$ cat config.mk
export PLATFORM = sky130hd
export DESIGN_NAME = reduction_accum_flat
export DESIGN_NICKNAME = d
export VERILOG_FILES = /design/src/modsq_pkg.sv /design/src/iter_ctrl_if.sv /design/src/carry_normalize.sv /design/src/compressor_tree.sv /design/src/reduction_accum.sv /design/src/flat_wrapper.sv
export VERILOG_INCLUDE_DIRS = /design/src /design/src/src
export SDC_FILE = /design/constraint.sdc
export NUM_CORES = 2
export LEC_CHECK = 0
export ABC_CLOCK_PERIOD_IN_PS = 30700
export BUFFER_PORTS_ARGS = -buffer_cell sky130_fd_sc_hd__buf_2
export CORE_AREA = 5 5 503 505
export CTS_BUF_LIST = sky130_fd_sc_hd__clkbuf_16
export CTS_CLUSTER_DIAMETER = 80
export DETAILED_ROUTE_END_ITERATION = 16
export DIE_AREA = 0 0 508 510
export PLACE_DENSITY = 0.32
export RECOVER_POWER = 50
export SYNTH_ARGS = -nofsm -noshare
export SYNTH_HDL_FRONTEND = slang
export SYNTH_SLANG_ARGS = --single-unit
$ cat constraint.sdc
create_clock -name clk -period 30.7 [get_ports clk]
set_clock_uncertainty 0.1 [all_clocks]
set_input_delay 4.605 -clock clk [delete_from_list [all_inputs] [get_ports clk]]
set_output_delay 4.605 -clock clk [all_outputs]
set_load 0.02 [all_outputs]
$ cat src/modsq_defines.svh
/* Width, count and modulus macros for the iterated modular squarer.
   Included by the package and by each module that sizes ports or loops from them */
`ifndef MODSQ_DEFINES_SVH
`define MODSQ_DEFINES_SVH

// Limb format, weight 2^16 with one redundant bit per limb
`define MODSQ_WORD_LEN         16
`define MODSQ_LIMB_BITS        17

// Four limbs span the modulus, two more absorb growth
`define MODSQ_NONRED_LIMBS     4
`define MODSQ_REDUNDANT_LIMBS  2
`define MODSQ_NUM_LIMBS        (`MODSQ_NONRED_LIMBS + `MODSQ_REDUNDANT_LIMBS)

// Reduction lookups split each upper limb into 8 low and 9 high bits
`define MODSQ_LUT_LOW_BITS     8
`define MODSQ_LUT_ADDR_BITS    9

`define MODSQ_GRID_COL_BITS    24   // Up to six 19-bit terms per square column
`define MODSQ_ACC_COL_BITS     24   // Seventeen terms per accumulator column

`define MODSQ_MODULUS          64'hC2E75A9B1F3D8867

`endif

$ cat src/modsq_pkg.sv
/* Shared limb, column and ROM types of the squarer, plus the function that
   computes each reduction ROM entry. Modules take it by a wildcard import */
`include "modsq_defines.svh"

package modsq_pkg;

   // One stored limb, weight 2^(16*i) for limb i
   typedef logic [`MODSQ_LIMB_BITS-1:0] limb_t;

   // Whole operand or result, limb 0 in the low bits
   typedef limb_t [`MODSQ_NUM_LIMBS-1:0] limb_vec_t;

   typedef logic [`MODSQ_GRID_COL_BITS-1:0] grid_col_t;   // Square column term
   typedef logic [`MODSQ_ACC_COL_BITS-1:0]  acc_col_t;    // Accumulator column term

   typedef logic [`MODSQ_LUT_ADDR_BITS-1:0] rom_addr_t;

   // Residue below N, read back as four 16-bit words
   typedef logic [`MODSQ_NONRED_LIMBS*`MODSQ_WORD_LEN-1:0] rom_word_t;

   /* Value of addr placed at limb col, shifted up 8 more bits for the high
      half, reduced modulo N */
   function automatic rom_word_t reduction_entry(input int        col,
                                                 input int        half,
                                                 input rom_addr_t addr);
      logic [127:0] modulus;
      logic [127:0] weight;
      logic [127:0] product;

      modulus = 128'(`MODSQ_MODULUS);
      weight  = 128'd1;

      // Weight of the column, 2^(16*col) mod N, one limb step at a time
      for (int k = 0; k < col; k++) begin
         weight = (weight << `MODSQ_WORD_LEN) % modulus;
      end

      if (half != 0) begin
         weight = (weight << `MODSQ_LUT_LOW_BITS) % modulus;   // High 9-bit slice
      end

      // Address below 2^9 and weight below N keep this under 2^73
      product = (128'(addr) * weight) % modulus;
      return rom_word_t'(product);
   endfunction

endpackage

$ cat src/iter_ctrl_if.sv
/* Operand and phase strobes from the sequencer to the three datapath stages.
   The sequencer drives the ctrl side, each stage listens on the stage side */
`timescale 1ns/1ps

interface iter_ctrl_if import modsq_pkg::*; ();

   limb_vec_t operand;      // Captured input or looped-back result
   logic      phase_grid;   // Square grid settles, registered at the end
   logic      phase_lut;    // ROM read of the upper square limbs
   logic      phase_out;    // Accumulate and load sq_out

   modport ctrl (
      output operand,
      output phase_grid,
      output phase_lut,
      output phase_out
   );

   modport stage (
      input operand,
      input phase_grid,
      input phase_lut,
      input phase_out
   );

endinterface

$ cat src/carry_normalize.sv
/* Partial carry normalization of carry/sum column pairs into 17-bit limbs.
   Each limb gets its own low word plus the bits above 16 of the column below */
`timescale 1ns/1ps
`include "modsq_defines.svh"

module carry_normalize import modsq_pkg::*; #(
   parameter int  NUM_COLS = 6,
   parameter type col_t    = logic [23:0]
) (
   input  col_t  c     [NUM_COLS],
   input  col_t  s     [NUM_COLS],
   output limb_t limbs [NUM_COLS]
);

   localparam int COL_BITS = $bits(col_t);
   localparam int WORD_LEN = `MODSQ_WORD_LEN;

   col_t col_sum [NUM_COLS];   // Column totals fit col_t, no extra bit

   always_comb begin
      for (int k = 0; k < NUM_COLS; k++) begin
         col_sum[k] = c[k] + s[k];
      end

      limbs[0] = limb_t'(col_sum[0][WORD_LEN-1:0]);   // Nothing comes from below

      for (int k = 1; k < NUM_COLS - 1; k++) begin
         limbs[k] = limb_t'(col_sum[k][WORD_LEN-1:0]) +
                    limb_t'(col_sum[k-1][COL_BITS-1:WORD_LEN]);
      end

      // Top column keeps its redundant bit
      limbs[NUM_COLS-1] = col_sum[NUM_COLS-1][`MODSQ_LIMB_BITS-1:0] +
                          limb_t'(col_sum[NUM_COLS-2][COL_BITS-1:WORD_LEN]);
   end

endmodule

$ cat src/compressor_tree.sv
/* Carry-save reduction of one column of terms to a carry/sum pair.
   Used for square columns and accumulator columns alike */
`timescale 1ns/1ps

module compressor_tree #(
   parameter int  NUM_TERMS = 3,
   parameter type term_t    = logic [23:0]
) (
   input  term_t terms [NUM_TERMS],
   output term_t c,
   output term_t s
);

   generate
      if (NUM_TERMS == 1) begin : g_single
         assign c = '0;
         assign s = terms[0];
      end else begin : g_chain
         // Chain of 3:2 adders, each folds one more term into the pair
         always_comb begin
            term_t sum;
            term_t carry;
            term_t next_sum;

            sum      = terms[0];
            carry    = terms[1];
            next_sum = '0;
            for (int k = 2; k < NUM_TERMS; k++) begin
               next_sum = sum ^ carry ^ terms[k];
               // Majority bits move up one place
               carry    = ((sum & carry) | (sum & terms[k]) | (carry & terms[k])) << 1;
               sum      = next_sum;
            end

            // Top carry bit is never lost while the column total fits term_t
            c = carry;
            s = sum;
         end
      end
   endgenerate

endmodule

$ cat src/reduction_accum.sv
/* Final accumulation. Adds the lower square limbs to every ROM word of the
   same weight, normalizes, loads sq_out on phase_out and pulses valid */
`timescale 1ns/1ps
`include "modsq_defines.svh"

module reduction_accum import modsq_pkg::*; (
   input  logic              clk,
   input  logic              reset,
   iter_ctrl_if.stage        bus,
   input  limb_t             lower [`MODSQ_NONRED_LIMBS],
   input  rom_word_t         words [4*`MODSQ_NUM_LIMBS-2*`MODSQ_NONRED_LIMBS],
   output limb_vec_t         sq_out,
   output logic              valid
);

   localparam int NUM_LIMBS = `MODSQ_NUM_LIMBS;
   localparam int NONRED    = `MODSQ_NONRED_LIMBS;
   localparam int NUM_ROMS  = 4 * NUM_LIMBS - 2 * NONRED;
   localparam int WORD_LEN  = `MODSQ_WORD_LEN;

   acc_col_t acc_c      [NUM_LIMBS];
   acc_col_t acc_s      [NUM_LIMBS];
   limb_t    norm_limbs [NUM_LIMBS];

   for (genvar k = 0; k < NONRED; k++) begin : g_col
      acc_col_t terms [NUM_ROMS + 1];

      always_comb begin
         terms[0] = acc_col_t'(lower[k]);
         for (int r = 0; r < NUM_ROMS; r++) begin
            terms[r + 1] = acc_col_t'(words[r][k*WORD_LEN +: WORD_LEN]);   // Word k
         end
      end

      compressor_tree #(.NUM_TERMS(NUM_ROMS + 1), .term_t(acc_col_t)) u_tree (
         .terms (terms),
         .c     (acc_c[k]),
         .s     (acc_s[k])
      );
   end

   // Redundant limbs only collect carries from below
   for (genvar k = NONRED; k < NUM_LIMBS; k++) begin : g_empty
      assign acc_c[k] = '0;
      assign acc_s[k] = '0;
   end

   carry_normalize #(.NUM_COLS(NUM_LIMBS), .col_t(acc_col_t)) u_normalize (
      .c     (acc_c),
      .s     (acc_s),
      .limbs (norm_limbs)
   );

   always_ff @(posedge clk) begin
      if (bus.phase_out) begin
         for (int k = 0; k < NUM_LIMBS; k++) sq_out[k] <= norm_limbs[k];
      end
   end

   always_ff @(posedge clk) begin
      if (reset) valid <= 1'b0;
      else       valid <= bus.phase_out;   // One cycle, with the new sq_out
   end

endmodule

$ cat src/flat_wrapper.sv
// flat-port wrapper written by rule: the top's interface ports become plain ports
module reduction_accum_flat import modsq_pkg::*;
  (clk, reset, lower, words, sq_out, valid, bus_operand, bus_phase_grid, bus_phase_lut, bus_phase_out);
  iter_ctrl_if bus_i ();
  input  logic clk;
  input  logic reset;
  input  limb_t lower[`MODSQ_NONRED_LIMBS];
  input  rom_word_t words[4*`MODSQ_NUM_LIMBS-2*`MODSQ_NONRED_LIMBS];
  output limb_vec_t sq_out;
  output logic valid;
  input wire logic [$bits(bus_i.operand)-1:0] bus_operand;
  input wire logic [$bits(bus_i.phase_grid)-1:0] bus_phase_grid;
  input wire logic [$bits(bus_i.phase_lut)-1:0] bus_phase_lut;
  input wire logic [$bits(bus_i.phase_out)-1:0] bus_phase_out;
  assign bus_i.operand = bus_operand;
  assign bus_i.phase_grid = bus_phase_grid;
  assign bus_i.phase_lut = bus_phase_lut;
  assign bus_i.phase_out = bus_phase_out;
  reduction_accum u_core (.clk(clk), .reset(reset), .bus(bus_i), .lower(lower), .words(words), .sq_out(sq_out), .valid(valid));
endmodule
==> qor.txt <==
post-CTS setup buffer count: 0
Tmin final: 17.41 ns
first-pass GRT wire length: 212 mm
routed wire length: 156 mm
FMAX: 57.4 MHz
CP max stage delay: 0.68 ns
Root Buffer: clkbuf_16
Post-DP HPWL: 152 mm
Routed WL per cell: 22.9 µm
FFs w/ async S/R, synth: 0
Rows: 183
post-CTS sizing: 0
Setup CP Type: in -> reg
Max clock buf depth: 2
die height: 510 µm
Yosys cell types: 76
Synth Area in Adders: 0.765
Die ar.: 259,000 µm²
initial antenna violation count: 161
fin area: 41,100 µm²
DRT Pass-1 Iters: 5
multiplexer share of the synthesized area: 0
Avg Cell Area, Syn: 13.6 µm²
setup tns final: 0 ns
H-Tree Depth: 3
I/O pins: 1,302
Post-synth EDFFs: 75
vias in the first global route: 26,900
startpoint types: input port
Reg clk slew, reported paths: 0.08 ns
share of the synthesized area in the top cell type: 0.609
Syn-to-layout area delta: 33.2%
#FFs+latches synth: 76
Synth area leaders: fa_1 61%, ha_1 16%, edfxtp_1 7.3%
Post-Synth XOR/XNOR Area: 0.0312
RSZ-0062 raised after global routing: no
worst-path maximum fanout: 8
register area share after synthesis: 0.0736
Initial Utilization: 0.125
vias per inst: 3.28
worst-margin pin slew: 3.03 ns
Worst Hold Class: in -> reg
# port buffers: 1,170
GRT Residual Overflow: 0
library cell with the largest summed area after synthesis: fa_1
ANT nets after route: 0
cell mode on critical path: fa_1
final setup vio count: 0
critical path required time: 30.78 ns
Compound-Gate Fraction of Synth Area: 0.0590
simple-gate share of the synthesized area: 0.0341
layout cells sized above 1: 0.331
failing checks: capacitance limit, slew limit
DR DRC count: 0
Final Max Slew Viols: 79
max_cap viols: 2
Tot GR Track Use: 0.119
Final WS setup: 13.29 ns
Core ar.: 248,000 µm²
final critical-path share of the clock period: 0.567
Mapped Cells: 2,263
clk sinks: 76
Die Wd: 508 µm
# nets final: 5,958
pin count of the biggest net entering global routing: 44
status: finished, violations left
vias: 22,300
Final Hold Viols: 0
max_slew headroom: -1.02
top_reg_cell synth: edfxtp_1
critical path arrival: 17.49 ns
RePlAce Congestion: 0.930
CP Capture Type: flip-flop
CTS Hold Bufs: 0
total CTS buffers: 9
placed inst area: 40,800 µm²
Critical Path Slowest Stage Cell: fa_1
synth cell count leaders: 939 x fa_1, 384 x ha_1, 240 x inv_1
synthesized cell area: 30,900 µm²
top-count cell post-synth: fa_1
largest family of logic cells by synthesized area: adder cells
DR iter-0 viols: 748
fill count: 27,800
CTS tree: done
yosys synthesis warning count: 0
Post-Place Setup Slack: 12.35 ns
[flip-flops by register name, summed over array words and instances, names as in the netlist]
name and count:
u_core.valid 1, u_core.sq_out 75
[metrics by stage]
stage	util	cells	hold WS, ns
2_1_floorplan	-	2289	4.58
3_3_place_gp	0.165	6755	4.70
3_5_place_dp	0.165	6755	4.70
4_1_cts	0.166	6771	4.20
5_1_grt	0.166	6789	4.22
6_report	0.166	6813	4.27
[cells by family after synthesis]
kind of cell               count (synthesis)
other                                      1
and+or+nand+nor                          211
xor gates and xnor gates                 110
buffers and inverters                    277
adders and majority gates               1323
AOI/OAI and AO/OA                        265
DFF                                       76
[worst max-delay path, delay by kind of cell]
kind | cells | cell delay (ns)
and+or+nand+nor | 8 | 1.23
buffers and inverters | 1 | 0.11
xor gates and xnor gates | 1 | 0.20
AOI/OAI and AO/OA | 7 | 1.98
adders and majority gates | 18 | 9.30
[final timing paths]
| path | from | endpoint | cells past startpoint | slack [ns] |
|---|---|---|---|---|
| worst max-delay path | lower[37] | u_core.sq_out[50]$_DFFE_PP_ | 35 | 13.29 |
| worst min-delay path | reset | u_core.valid$_SDFF_PP0_ | 2 | 4.27 |
[per-layer routing]
layer  GRT usage  wire length, µm  up-vias
li1            -                -     9814
met1       0.118            52100    11100
met2       0.233            85300      959
met3      0.0488            14400      295
met4      0.0193             3270      134
met5           0              800        -
[area by class of cell]
cell class,count,area [µm²],area share
Antenna cell,42,105,0.00256
Clock buffer,9,225,0.00548
Clock inverter,7,124,0.00301
Inverter,240,901,0.0219
Multi-Input combinational cell,1936,27500,0.670
Sequential cell,76,2270,0.0553
Tap cell,3330,4170,0.101
Timing Repair Buffer,1173,5780,0.141
[layout by cell type, fill, tap and decap left out, types with 4 or more instances in the layout]
cell type / n
a211oi_1: 9
a21boi_1: 4
a21o_1: 40
a21oi_1: 73
a311oi_1: 4
a31oi_1: 8
and3_1: 7
buf_2: 1093
clkbuf_1: 78
clkbuf_16: 9
conb_1: 27
diode_2: 42
edfxtp_1: 75
fa_1: 939
ha_1: 384
inv_1: 240
nand2_1: 42
nand2b_1: 9
nand3_1: 18
nand4_1: 11
nor2_1: 59
nor2b_1: 11
nor3_1: 24
nor3b_1: 4
o211ai_1: 4
o21a_1: 14
o21ai_0: 39
o21ai_1: 6
o21bai_1: 12
o31a_1: 4
o31ai_1: 4
or2_2: 5
or3_1: 6
xnor2_1: 79
xor2_1: 31
Power is not shown: default switching activity piles up to over one toggle a cycle in this logic, so the estimate is an artifact.
