### config.mk
export PLATFORM = sky130hd
export DESIGN_NAME = iteration_ctrl_flat
export DESIGN_NICKNAME = d
export VERILOG_FILES = /design/src/modsq_pkg.sv /design/src/iter_ctrl_if.sv /design/src/iteration_ctrl.sv /design/src/flat_wrapper.sv
export VERILOG_INCLUDE_DIRS = /design/src /design/src/src
export SDC_FILE = /design/constraint.sdc
export NUM_CORES = 1
export LEC_CHECK = 0
export BUFFER_PORTS_ARGS = -buffer_cell sky130_fd_sc_hd__buf_2
export CORE_AREA = 2 2 121 123
export DETAILED_ROUTE_END_ITERATION = 12
export DIE_AREA = 0 0 123 125
export SYNTH_ARGS = -nofsm -noshare
export SYNTH_HDL_FRONTEND = slang
export SYNTH_SLANG_ARGS = --single-unit
### constraint.sdc
create_clock -name clk -period 1.31 [get_ports clk]
set_clock_uncertainty 0.15 [all_clocks]
set_input_delay 0.0655 -clock clk [delete_from_list [all_inputs] [get_ports clk]]
set_output_delay 0.0655 -clock clk [all_outputs]
set_load 0.005 [all_outputs]
### src/modsq_defines.svh
/* Width, count and modulus macros for the iterated modular squarer.
   Included by the package and by each module that sizes ports or loops from them */
`ifndef MODSQ_DEFINES_SVH
`define MODSQ_DEFINES_SVH

// Limb format, weight 2^16 with one redundant bit per limb
`define MODSQ_WORD_LEN         16
`define MODSQ_LIMB_BITS        17

// Four limbs span the modulus, two more absorb growth
`define MODSQ_NONRED_LIMBS     4
`define MODSQ_REDUNDANT_LIMBS  2
`define MODSQ_NUM_LIMBS        (`MODSQ_NONRED_LIMBS + `MODSQ_REDUNDANT_LIMBS)

// Reduction lookups split each upper limb into 8 low and 9 high bits
`define MODSQ_LUT_LOW_BITS     8
`define MODSQ_LUT_ADDR_BITS    9

`define MODSQ_GRID_COL_BITS    24   // Up to six 19-bit terms per square column
`define MODSQ_ACC_COL_BITS     24   // Seventeen terms per accumulator column

`define MODSQ_MODULUS          64'hC2E75A9B1F3D8867

`endif

### src/modsq_pkg.sv
/* Shared limb, column and ROM types of the squarer, plus the function that
   computes each reduction ROM entry. Modules take it by a wildcard import */
`include "modsq_defines.svh"

package modsq_pkg;

   // One stored limb, weight 2^(16*i) for limb i
   typedef logic [`MODSQ_LIMB_BITS-1:0] limb_t;

   // Whole operand or result, limb 0 in the low bits
   typedef limb_t [`MODSQ_NUM_LIMBS-1:0] limb_vec_t;

   typedef logic [`MODSQ_GRID_COL_BITS-1:0] grid_col_t;   // Square column term
   typedef logic [`MODSQ_ACC_COL_BITS-1:0]  acc_col_t;    // Accumulator column term

   typedef logic [`MODSQ_LUT_ADDR_BITS-1:0] rom_addr_t;

   // Residue below N, read back as four 16-bit words
   typedef logic [`MODSQ_NONRED_LIMBS*`MODSQ_WORD_LEN-1:0] rom_word_t;

   /* Value of addr placed at limb col, shifted up 8 more bits for the high
      half, reduced modulo N */
   function automatic rom_word_t reduction_entry(input int        col,
                                                 input int        half,
                                                 input rom_addr_t addr);
      logic [127:0] modulus;
      logic [127:0] weight;
      logic [127:0] product;

      modulus = 128'(`MODSQ_MODULUS);
      weight  = 128'd1;

      // Weight of the column, 2^(16*col) mod N, one limb step at a time
      for (int k = 0; k < col; k++) begin
         weight = (weight << `MODSQ_WORD_LEN) % modulus;
      end

      if (half != 0) begin
         weight = (weight << `MODSQ_LUT_LOW_BITS) % modulus;   // High 9-bit slice
      end

      // Address below 2^9 and weight below N keep this under 2^73
      product = (128'(addr) * weight) % modulus;
      return rom_word_t'(product);
   endfunction

endpackage

### src/iter_ctrl_if.sv
/* Operand and phase strobes from the sequencer to the three datapath stages.
   The sequencer drives the ctrl side, each stage listens on the stage side */
`timescale 1ns/1ps

interface iter_ctrl_if import modsq_pkg::*; ();

   limb_vec_t operand;      // Captured input or looped-back result
   logic      phase_grid;   // Square grid settles, registered at the end
   logic      phase_lut;    // ROM read of the upper square limbs
   logic      phase_out;    // Accumulate and load sq_out

   modport ctrl (
      output operand,
      output phase_grid,
      output phase_lut,
      output phase_out
   );

   modport stage (
      input operand,
      input phase_grid,
      input phase_lut,
      input phase_out
   );

endinterface

### src/iteration_ctrl.sv
/* Phase sequencer of the squarer. Captures sq_in on start, then rotates the
   grid, lut and out strobes and picks the operand for each squaring */
`timescale 1ns/1ps

module iteration_ctrl import modsq_pkg::*; (
   input  logic      clk,
   input  logic      reset,
   input  logic      start,
   input  limb_vec_t sq_in,
   input  limb_vec_t sq_out,    // Loopback from the accumulator
   iter_ctrl_if.ctrl ctrl
);

   localparam int IDLE = 0;
   localparam int GRID = 1;
   localparam int LUT  = 2;
   localparam int OUT  = 3;

   logic [3:0] curr_phase;   // One-hot
   logic [3:0] next_phase;
   logic       start_pending;
   limb_vec_t  sq_in_reg;

   // A start restarts from the grid phase whatever is in flight
   always_comb begin
      next_phase = '0;
      if (start)                 next_phase[GRID] = 1'b1;
      else if (curr_phase[IDLE]) next_phase[IDLE] = 1'b1;
      else if (curr_phase[GRID]) next_phase[LUT]  = 1'b1;
      else if (curr_phase[LUT])  next_phase[OUT]  = 1'b1;
      else                       next_phase[GRID] = 1'b1;   // Out wraps to grid
   end

   always_ff @(posedge clk) begin
      if (reset) begin
         curr_phase    <= 4'b0001;
         start_pending <= 1'b0;
      end else begin
         curr_phase    <= next_phase;
         start_pending <= start | (start_pending & ~curr_phase[OUT]);   // Until first result
      end
   end

   always_ff @(posedge clk) begin
      if (start) begin
         sq_in_reg <= sq_in;
      end
   end

   assign ctrl.operand    = start_pending ? sq_in_reg : sq_out;
   assign ctrl.phase_grid = curr_phase[GRID];
   assign ctrl.phase_lut  = curr_phase[LUT];
   assign ctrl.phase_out  = curr_phase[OUT];

endmodule

### src/flat_wrapper.sv
// flat-port wrapper written by rule: the top's interface ports become plain ports
module iteration_ctrl_flat import modsq_pkg::*;
  (clk, reset, start, sq_in, sq_out, ctrl_operand, ctrl_phase_grid, ctrl_phase_lut, ctrl_phase_out);
  iter_ctrl_if ctrl_i ();
  input  logic clk;
  input  logic reset;
  input  logic start;
  input  limb_vec_t sq_in;
  input  limb_vec_t sq_out;
  output wire logic [$bits(ctrl_i.operand)-1:0] ctrl_operand;
  output wire logic [$bits(ctrl_i.phase_grid)-1:0] ctrl_phase_grid;
  output wire logic [$bits(ctrl_i.phase_lut)-1:0] ctrl_phase_lut;
  output wire logic [$bits(ctrl_i.phase_out)-1:0] ctrl_phase_out;
  assign ctrl_operand = ctrl_i.operand;
  assign ctrl_phase_grid = ctrl_i.phase_grid;
  assign ctrl_phase_lut = ctrl_i.phase_lut;
  assign ctrl_phase_out = ctrl_i.phase_out;
  iteration_ctrl u_core (.clk(clk), .reset(reset), .start(start), .sq_in(sq_in), .sq_out(sq_out), .ctrl(ctrl_i));
endmodule
==> results.yml, run 1 <==
detailed_routing:
  dr.pass1.iters: 4
  drt-met1-wl_mm: 5.467
  wl_per_cell_um: 16.58
  vias: 3759
  drc: 0
  via_per_inst: 4.407
  routed_wl_mm: 14.15
  ant_nets: 0
  initialDrtViolationCount: 190
  wl_met2_mm: 7.353
  dr.max_layer_used: "met4"
  wl_met3_um: 967
critical_path:
  crit_start: "u_core.start_pending$_SDFF_PP0_"
  critPathMaxStageDelay_ns: 0.37
  r2r_slack_ns: 0.14
  cp_max_fo: 13
  critPathSlowestCell: "dfxtp_4"
  critical_path_class: "reg2out"
  end_kind: "output pin"
  r2r_start: "u_core.start_pending$_SDFF_PP0_"
  crit_chain: "buf_8, buf_12, mux2_1, buf_2"
  arrival_ns: 1.49
  worstRegToRegCells: 5
  required_ns: 1.09
  worstReg2RegEnd: "u_core.start_pending$_SDFF_PP0_"
  crit_path_start_kind: "flip-flop"
  crit_path_end: "ctrl_operand[89]"
logic_synthesis:
  synth.cell_area_mm2: 0.004468
  synth_nets: 436
  synthCells: 229
  synth_common_cells: "102 x edfxtp_1, 70 x mux2_1, 32 x mux2_2"
  synth.distinct_cells: 14
  ys_seq_elements: 107
  synth_area_leaders: "edfxtp_1 69%, mux2_1 18%, mux2_2 8.1%"
  async_reset_ff_share_pct: 0
  yosysSeqAreaShare_pct: 70.79
  synth_top_area_cell: "edfxtp_1"
  avgSynthCellArea_um2: 19.51
  synth_ff_type: "edfxtp_1"
  synth_edf_count: 102
  synth.most_common_cell: "edfxtp_1"
  yosys_warnings: 0
  synth_top_area_share_pct: 68.55
global_route:
  grtUsageTotal_pct: 15.87
  grt_overflow: 0
  grt_max_degree: 43
  grt_pass1_vias: 3880
  antenna_found_initial: 0
  grt_first_pass_wirelength_mm: 18.57
clock_tree:
  cts_max_level: 3
  clk_pin_slew_ns: 0.06
  clkSinkCount: 107
  cts_buffers: 9
  cts_root_buffer: "clkbuf_16"
  cts_tree: "yes"
  clk_latency_ns: 0.35
  clockBufferDepth: 2
power_and_ir_drop:
  ir_drop_uv: 648.7
  p_seq_share_pct: 46.6
  internal_power_mw: 6.993
  clockPowerShare_pct: 33.2
  p_comb_share_pct: 20.2
  p_total_mw: 8.866
  p_per_area_mw_per_mm2: 1068
  switching_share_pct: 21.13
  switching_power_mw: 1.874
  leakagePower_nw: 3.713
placed_design:
  gp_congestion: 0.7774
  portBuffers: 311
  placed_cell_area_mm2: 0.006290
  dpl.hpwl_mm: 8.644
timing:
  fin_crit_ns: 1.707
  rsz0062_at_grt: "true"
  min_period_over_period_pct: 130.3
  timing.final.ws_setup_ns: -0.3972
  timing_max_transition_violations_final: 0
  tightest_slew_ns: 0.2527
  setup_viol: 102
  hold_ws_ns: 0.2524
  hold_violations: 0
  slew_headroom_pct: 82.92
  setup_tns_ns: -37.35
  max_freq_mhz: 585.8
final_layout:
  register_area_mm2: 0.003167
  drive_gt1_share_pct: 59.94
  nNetsFinal: 871
  fillers: 1064
  fin_area_mm2: 0.008298
  area_delta_synth_final_pct: 85.72
  largest_register_ffs: 102
  multiInputGateArea_mm2: 0.001365
  diodes: 0
floorplanning:
  core_area_mm2: 0.01420
  die_h_um: 125
  die-area_mm2: 0.01538
  rows: 44
  die-width_um: 123
  io-pin-count: 312
  start_util_pct: 31.46
run_status:
  outcome: "finished with violations"
  violations: "negative setup slack"
hold_path:
  hp-class: "in2out"
run:
  cap_violations: 0
==> how the worst min path moves through the flow <==
stage | from | cells past startpoint | slack (ns) | end
detailed placement | sq_in[10] | 1 | 0.09 | u_core.sq_in_reg[10]$_DFFE_PP_
floorplan | reset | 1 | -0.02 | u_core.curr_phase[1]$_SDFF_PP0_
global placement | sq_in[22] | 1 | 0.09 | u_core.sq_in_reg[22]$_DFFE_PP_
finish | sq_out[73] | 3 | 0.25 | ctrl_operand[73]
CTS | sq_out[73] | 3 | 0.25 | ctrl_operand[73]
global route | sq_in[18] | 2 | 0.26 | u_core.sq_in_reg[18]$_DFFE_PP_
==> cell type report <==
| class | count | share of cell area [%] |
|---|---|---|
| clock buffers | 11 | 3.046 |
| clock inverters | 5 | 0.9047 |
| inverters | 1 | 0.04524 |
| multi-input cells | 110 | 16.45 |
| flip-flops and latches | 107 | 38.16 |
| well taps | 184 | 2.774 |
| repair buffers | 435 | 38.62 |
==> power by group through the flow <==
stage	clock network, mW	logic [mW]	registers, mW
after floorplan	0	0.447	4.15
after global placement	0	1.11	4.19
after detailed placement	0	1.13	4.20
after CTS	3.02	1.40	4.13
after global routing	3.18	1.92	4.15
final	2.94	1.79	4.13
==> stage by stage <==
| step | setup WS, ns | instances | util (%) |
|---|---|---|---|
| 6_report | -0.3972 | 853 | 58.42 |
| 5_1_grt | -0.4584 | 853 | 58.42 |
| 4_1_cts | -0.4217 | 842 | 54.13 |
| 3_5_place_dp | -0.03247 | 722 | 44.28 |
| 3_3_place_gp | -0.01933 | 722 | 44.28 |
| 2_1_floorplan | 0.09874 | 229 | - |
==> cells by family after synthesis <==
| kind of cell | share of synthesized area [%] |
|---|---|
| compound gates | 0.3921 |
| buf+inv | 2.352 |
| flops | 70.79 |
| mux | 25.71 |
| simple gates | 0.7563 |
==> worst max-delay path, delay by kind of cell, from the launching register on <==
family / cells / cell delay [ns]
multiplexers: 1 / 0.33
flip-flops: 1 / 0.37
buffers and inverters: 3 / 0.43
==> per-layer routing <==
metal  track usage, %  vias to the layer above
li1                 -                     1768
met1            16.53                     1774
met2            29.51                      192
met3            3.878                       25
met4            7.152                        0
met5                0                        -
==> placed cells by master, fill, tap and decap left out, types with 2 or more instances in the layout <==
cell type / n
nand2b_1: 2
dfxtp_1: 4
clkinv_2: 3
buf_12: 5
buf_4: 6
buf_8: 2
mux2_2: 9
edfxtp_1: 102
bufinv_16: 2
buf_2: 266
a21oi_1: 2
dlygate4sd3_1: 104
mux2_4: 44
clkbuf_8: 2
mux2_1: 49
clkbuf_16: 13
buf_6: 47
==> what timing repair did <==
action | 4_1_cts | 5_1_grt
hold endpoints to repair | 119 | 0
buffers inserted | 0 | 4
gates cloned | 0 | 7
setup endpoints to repair | 102 | 170
hold buffers | 104 | 0
gates resized for setup | 6 | 87
No activity file was read; power rests on OpenSTA's default activity.
==> inputs of run 2 (changes only) <==
--- a/config.mk
+++ b/config.mk
@@ -6,10 +6,12 @@
 export SDC_FILE = /design/constraint.sdc
 export NUM_CORES = 1
 export LEC_CHECK = 0
+export ABC_AREA = 1
 export BUFFER_PORTS_ARGS = -buffer_cell sky130_fd_sc_hd__buf_2
-export CORE_AREA = 2 2 121 123
+export CORE_AREA = 2 2 120 122
 export DETAILED_ROUTE_END_ITERATION = 12
-export DIE_AREA = 0 0 123 125
+export DIE_AREA = 0 0 122 124
+export PLACE_DENSITY = 0.69
 export SYNTH_ARGS = -nofsm -noshare
 export SYNTH_HDL_FRONTEND = slang
 export SYNTH_SLANG_ARGS = --single-unit
==> run 2 against run 1 <==
The flow still finishes with violations (negative setup slack); sequential power up 1%; utilization rose by 8.4 points; clock power grew 3%; wire length rose by 18%; count of clock-buffer cells in the layout fell by 2; critical path depth rose by 2; die area shrank 1.6%; via count grew 29%; largest power group unchanged; highest routed layer unchanged.
==> results.yml, run 2 <==
timing:
  timing.final.ws_setup_ns: -0.3491
  fin_crit_ns: 1.659
  tightest_slew_ns: 0.3139
  min_period_over_period_pct: 126.7
  max_freq_mhz: 602.7
  slew_headroom_pct: 79.07
  rsz0062_at_grt: "true"
  setup_tns_ns: -28.19
  timing_max_transition_violations_final: 0
  hold_violations: 0
  hold_ws_ns: 0.2739
  setup_viol: 102
logic_synthesis:
  synth_edf_count: 102
  synth_common_cells: "108 x nand2_1, 105 x inv_1, 102 x edfxtp_1"
  synth.distinct_cells: 15
  ys_seq_elements: 107
  avgSynthCellArea_um2: 10.86
  synth_top_area_cell: "edfxtp_1"
  synth_xor_xnor_area_share_pct: 0
  synth-compound-area-share_pct: 14.36
  synth_area_leaders: "edfxtp_1 63%, o21ai_2 8.9%, nand2_1 8.3%"
  synth_top_family_by_area: "compound AO/OA/AOI/OAI gates"
  synth_nets: 658
  synth_ff_type: "edfxtp_1"
  synth_top_area_share_pct: 62.56
  synth-simple-area-share_pct: 8.740
  yosysSeqAreaShare_pct: 64.61
  synthAdderAreaFrac_pct: 0
  yosys_warnings: 0
  synth.most_common_cell: "nand2_1"
  synthMuxAreaShare_pct: 0
  synth.cell_area_mm2: 0.004896
  synthCells: 451
  async_reset_ff_share_pct: 0
critical_path:
  end_kind: "output pin"
  critPathMaxStageDelay_ns: 0.38
  cp_max_fo: 7
  worstRegToRegCells: 6
  critical_path_class: "reg2out"
  critPathSlowestCell: "dfxtp_4"
  required_ns: 1.09
  crit_chain: "buf_12, buf_12, clkbuf_16, nand2_1, o21ai_1, buf_2"
  arrival_ns: 1.44
  crit_path_frequent_cell: "buf_12"
  crit_path_start_kind: "flip-flop"
detailed_routing:
  wl_met2_mm: 8.970
  routed_wl_mm: 16.74
  wl_met3_mm: 1.126
  wl_per_cell_um: 15.45
  drt-met1-wl_mm: 6.268
  dr.max_layer_used: "met4"
  drc: 0
  initialDrtViolationCount: 171
  dr.pass1.iters: 4
  vias: 4837
  ant_nets: 0
  via_per_inst: 4.466
placed_design:
  dpl.hpwl_mm: 9.631
  portBuffers: 311
  gp_congestion: 0.7679
  dpl_worst_slack_ns: -0.009372
global_route:
  grt_max_degree: 58
  grt_pass1_vias: 4734
  grt_overflow: 0
  grt_first_pass_wirelength_mm: 22.65
  antenna_found_initial: 0
  grtUsageTotal_pct: 19.76
final_layout:
  drive_gt1_share_pct: 56.92
  nNetsFinal: 1105
  area_delta_synth_final_pct: 87.32
  diodes: 0
  largest_register_ffs: 102
  register_area_mm2: 0.003167
  multiInputGateArea_mm2: 0.001594
  mostFrequentLayoutCell: "buf_2"
  final_cell_mix: "310 x buf_2, 105 x inv_1, 104 x dlygate4sd3_1, 102 x edfxtp_1, 79 x o21ai_2"
  fillers: 971
hold_path:
  hold_path_depth: 4
  hp-class: "in2out"
clock_tree:
  cts_tree: "yes"
  clockBufferDepth: 2
  cts_root_buffer: "clkbuf_16"
  clk_pin_slew_ns: 0.07
  cts_buffers: 9
  clkSinkCount: 107
  cts_max_level: 3
  clk_latency_ns: 0.34
floorplanning:
  rows: 43
  start_util_pct: 35.69
  die-area_mm2: 0.01513
  die_h_um: 124
  io-pin-count: 312
  core_area_mm2: 0.01372
  die-width_um: 122
run_status:
  violations: "negative setup slack"
  outcome: "finished with violations"
power_and_ir_drop:
  p_per_area_mw_per_mm2: 1055
  p_total_mw: 9.677
  leakagePower_nw: 4.507
  ir_drop_uv: 1081
run:
  cap_violations: 0
run 2: changes by cell type in the layout (fill, tap and decap cells not counted), moves of 8 or more:
cell | before | now
o21ai_1 | 0 | 18
nand2_1 | 0 | 47
buf_16 | 1 | 9
buf_12 | 5 | 13
nand2_4 | 0 | 29
nand2_2 | 0 | 32
inv_1 | 1 | 105
mux2_1 | 49 | 0
buf_2 | 266 | 310
o21ai_2 | 0 | 79
mux2_4 | 44 | 0
mux2_2 | 9 | 0
buf_6 | 47 | 3
run 2: worst paths after layout:
path | from | endpoint | slack (ns)
worst max-delay path | u_core.start_pending$_SDFF_PP0_ | ctrl_operand[27] | -0.35
worst min-delay path | sq_out[32] | ctrl_operand[32] | 0.27
worst max register to register | u_core.start_pending$_SDFF_PP0_ | u_core.start_pending$_SDFF_PP0_ | 0.03
worst min register to register | u_core.curr_phase[1]$_SDFF_PP0_ | u_core.curr_phase[2]$_SDFF_PP0_ | 0.32
run 2: power by group:
group	switching [mW]	internal (mW)	total, mW
combinational	1.09	1.38	2.47
sequential	0.133	4.05	4.18
clock	1.18	1.85	3.03
run 2: cells by family (layout without fill, tap and decap cells):
family | count (synthesis) | after routing
AO/OA/AOI/OAI | 103 | 103
buffers and inverters | 128 | 580
flip-flops | 107 | 107
AND/OR/NAND/NOR | 113 | 113
run 2: timing repair:
item                       CTS  global route
gates cloned                 9             7
setup buffers               10             2
pin swaps                   19            46
hold endpoints to repair   109             0
hold buffers               104             0
setup endpoints to repair  102           103
resized for setup          104           107
run 2: worst max-delay path, delay by kind of cell (launching register included):
| kind | cells | cell delay, ns |
|---|---|---|
| AND/OR/NAND/NOR | 1 | 0.05 |
| flip-flops | 1 | 0.38 |
| buffers and inverters | 4 | 0.59 |
| AO/OA/AOI/OAI | 1 | 0.08 |
run 2: layout make-up:
cell class | instances | share of cell area (%)
Multi-Input combinational cell | 216 | 17.38
Tap cell | 180 | 2.456
Sequential cell | 107 | 34.53
Clock buffer | 9 | 2.456
Timing Repair Buffer | 459 | 37.72
Inverter | 105 | 4.297
Clock inverter | 7 | 1.160
run 2: layer usage:
layer  vias up  track usage [%]
li1       2351                -
met1      2233            21.38
met2       224            37.67
met3        29            3.984
met4         0            7.759
met5         -                0
run 2: through the flow:
stage	utilization [%]	area, um2	std cells
after floorplan	-	4896	451
after global placement	48.88	6706	938
after detailed placement	48.88	6706	938
after CTS	62.89	8628	1076
after global routing	66.85	9171	1083
final	66.85	9171	1083
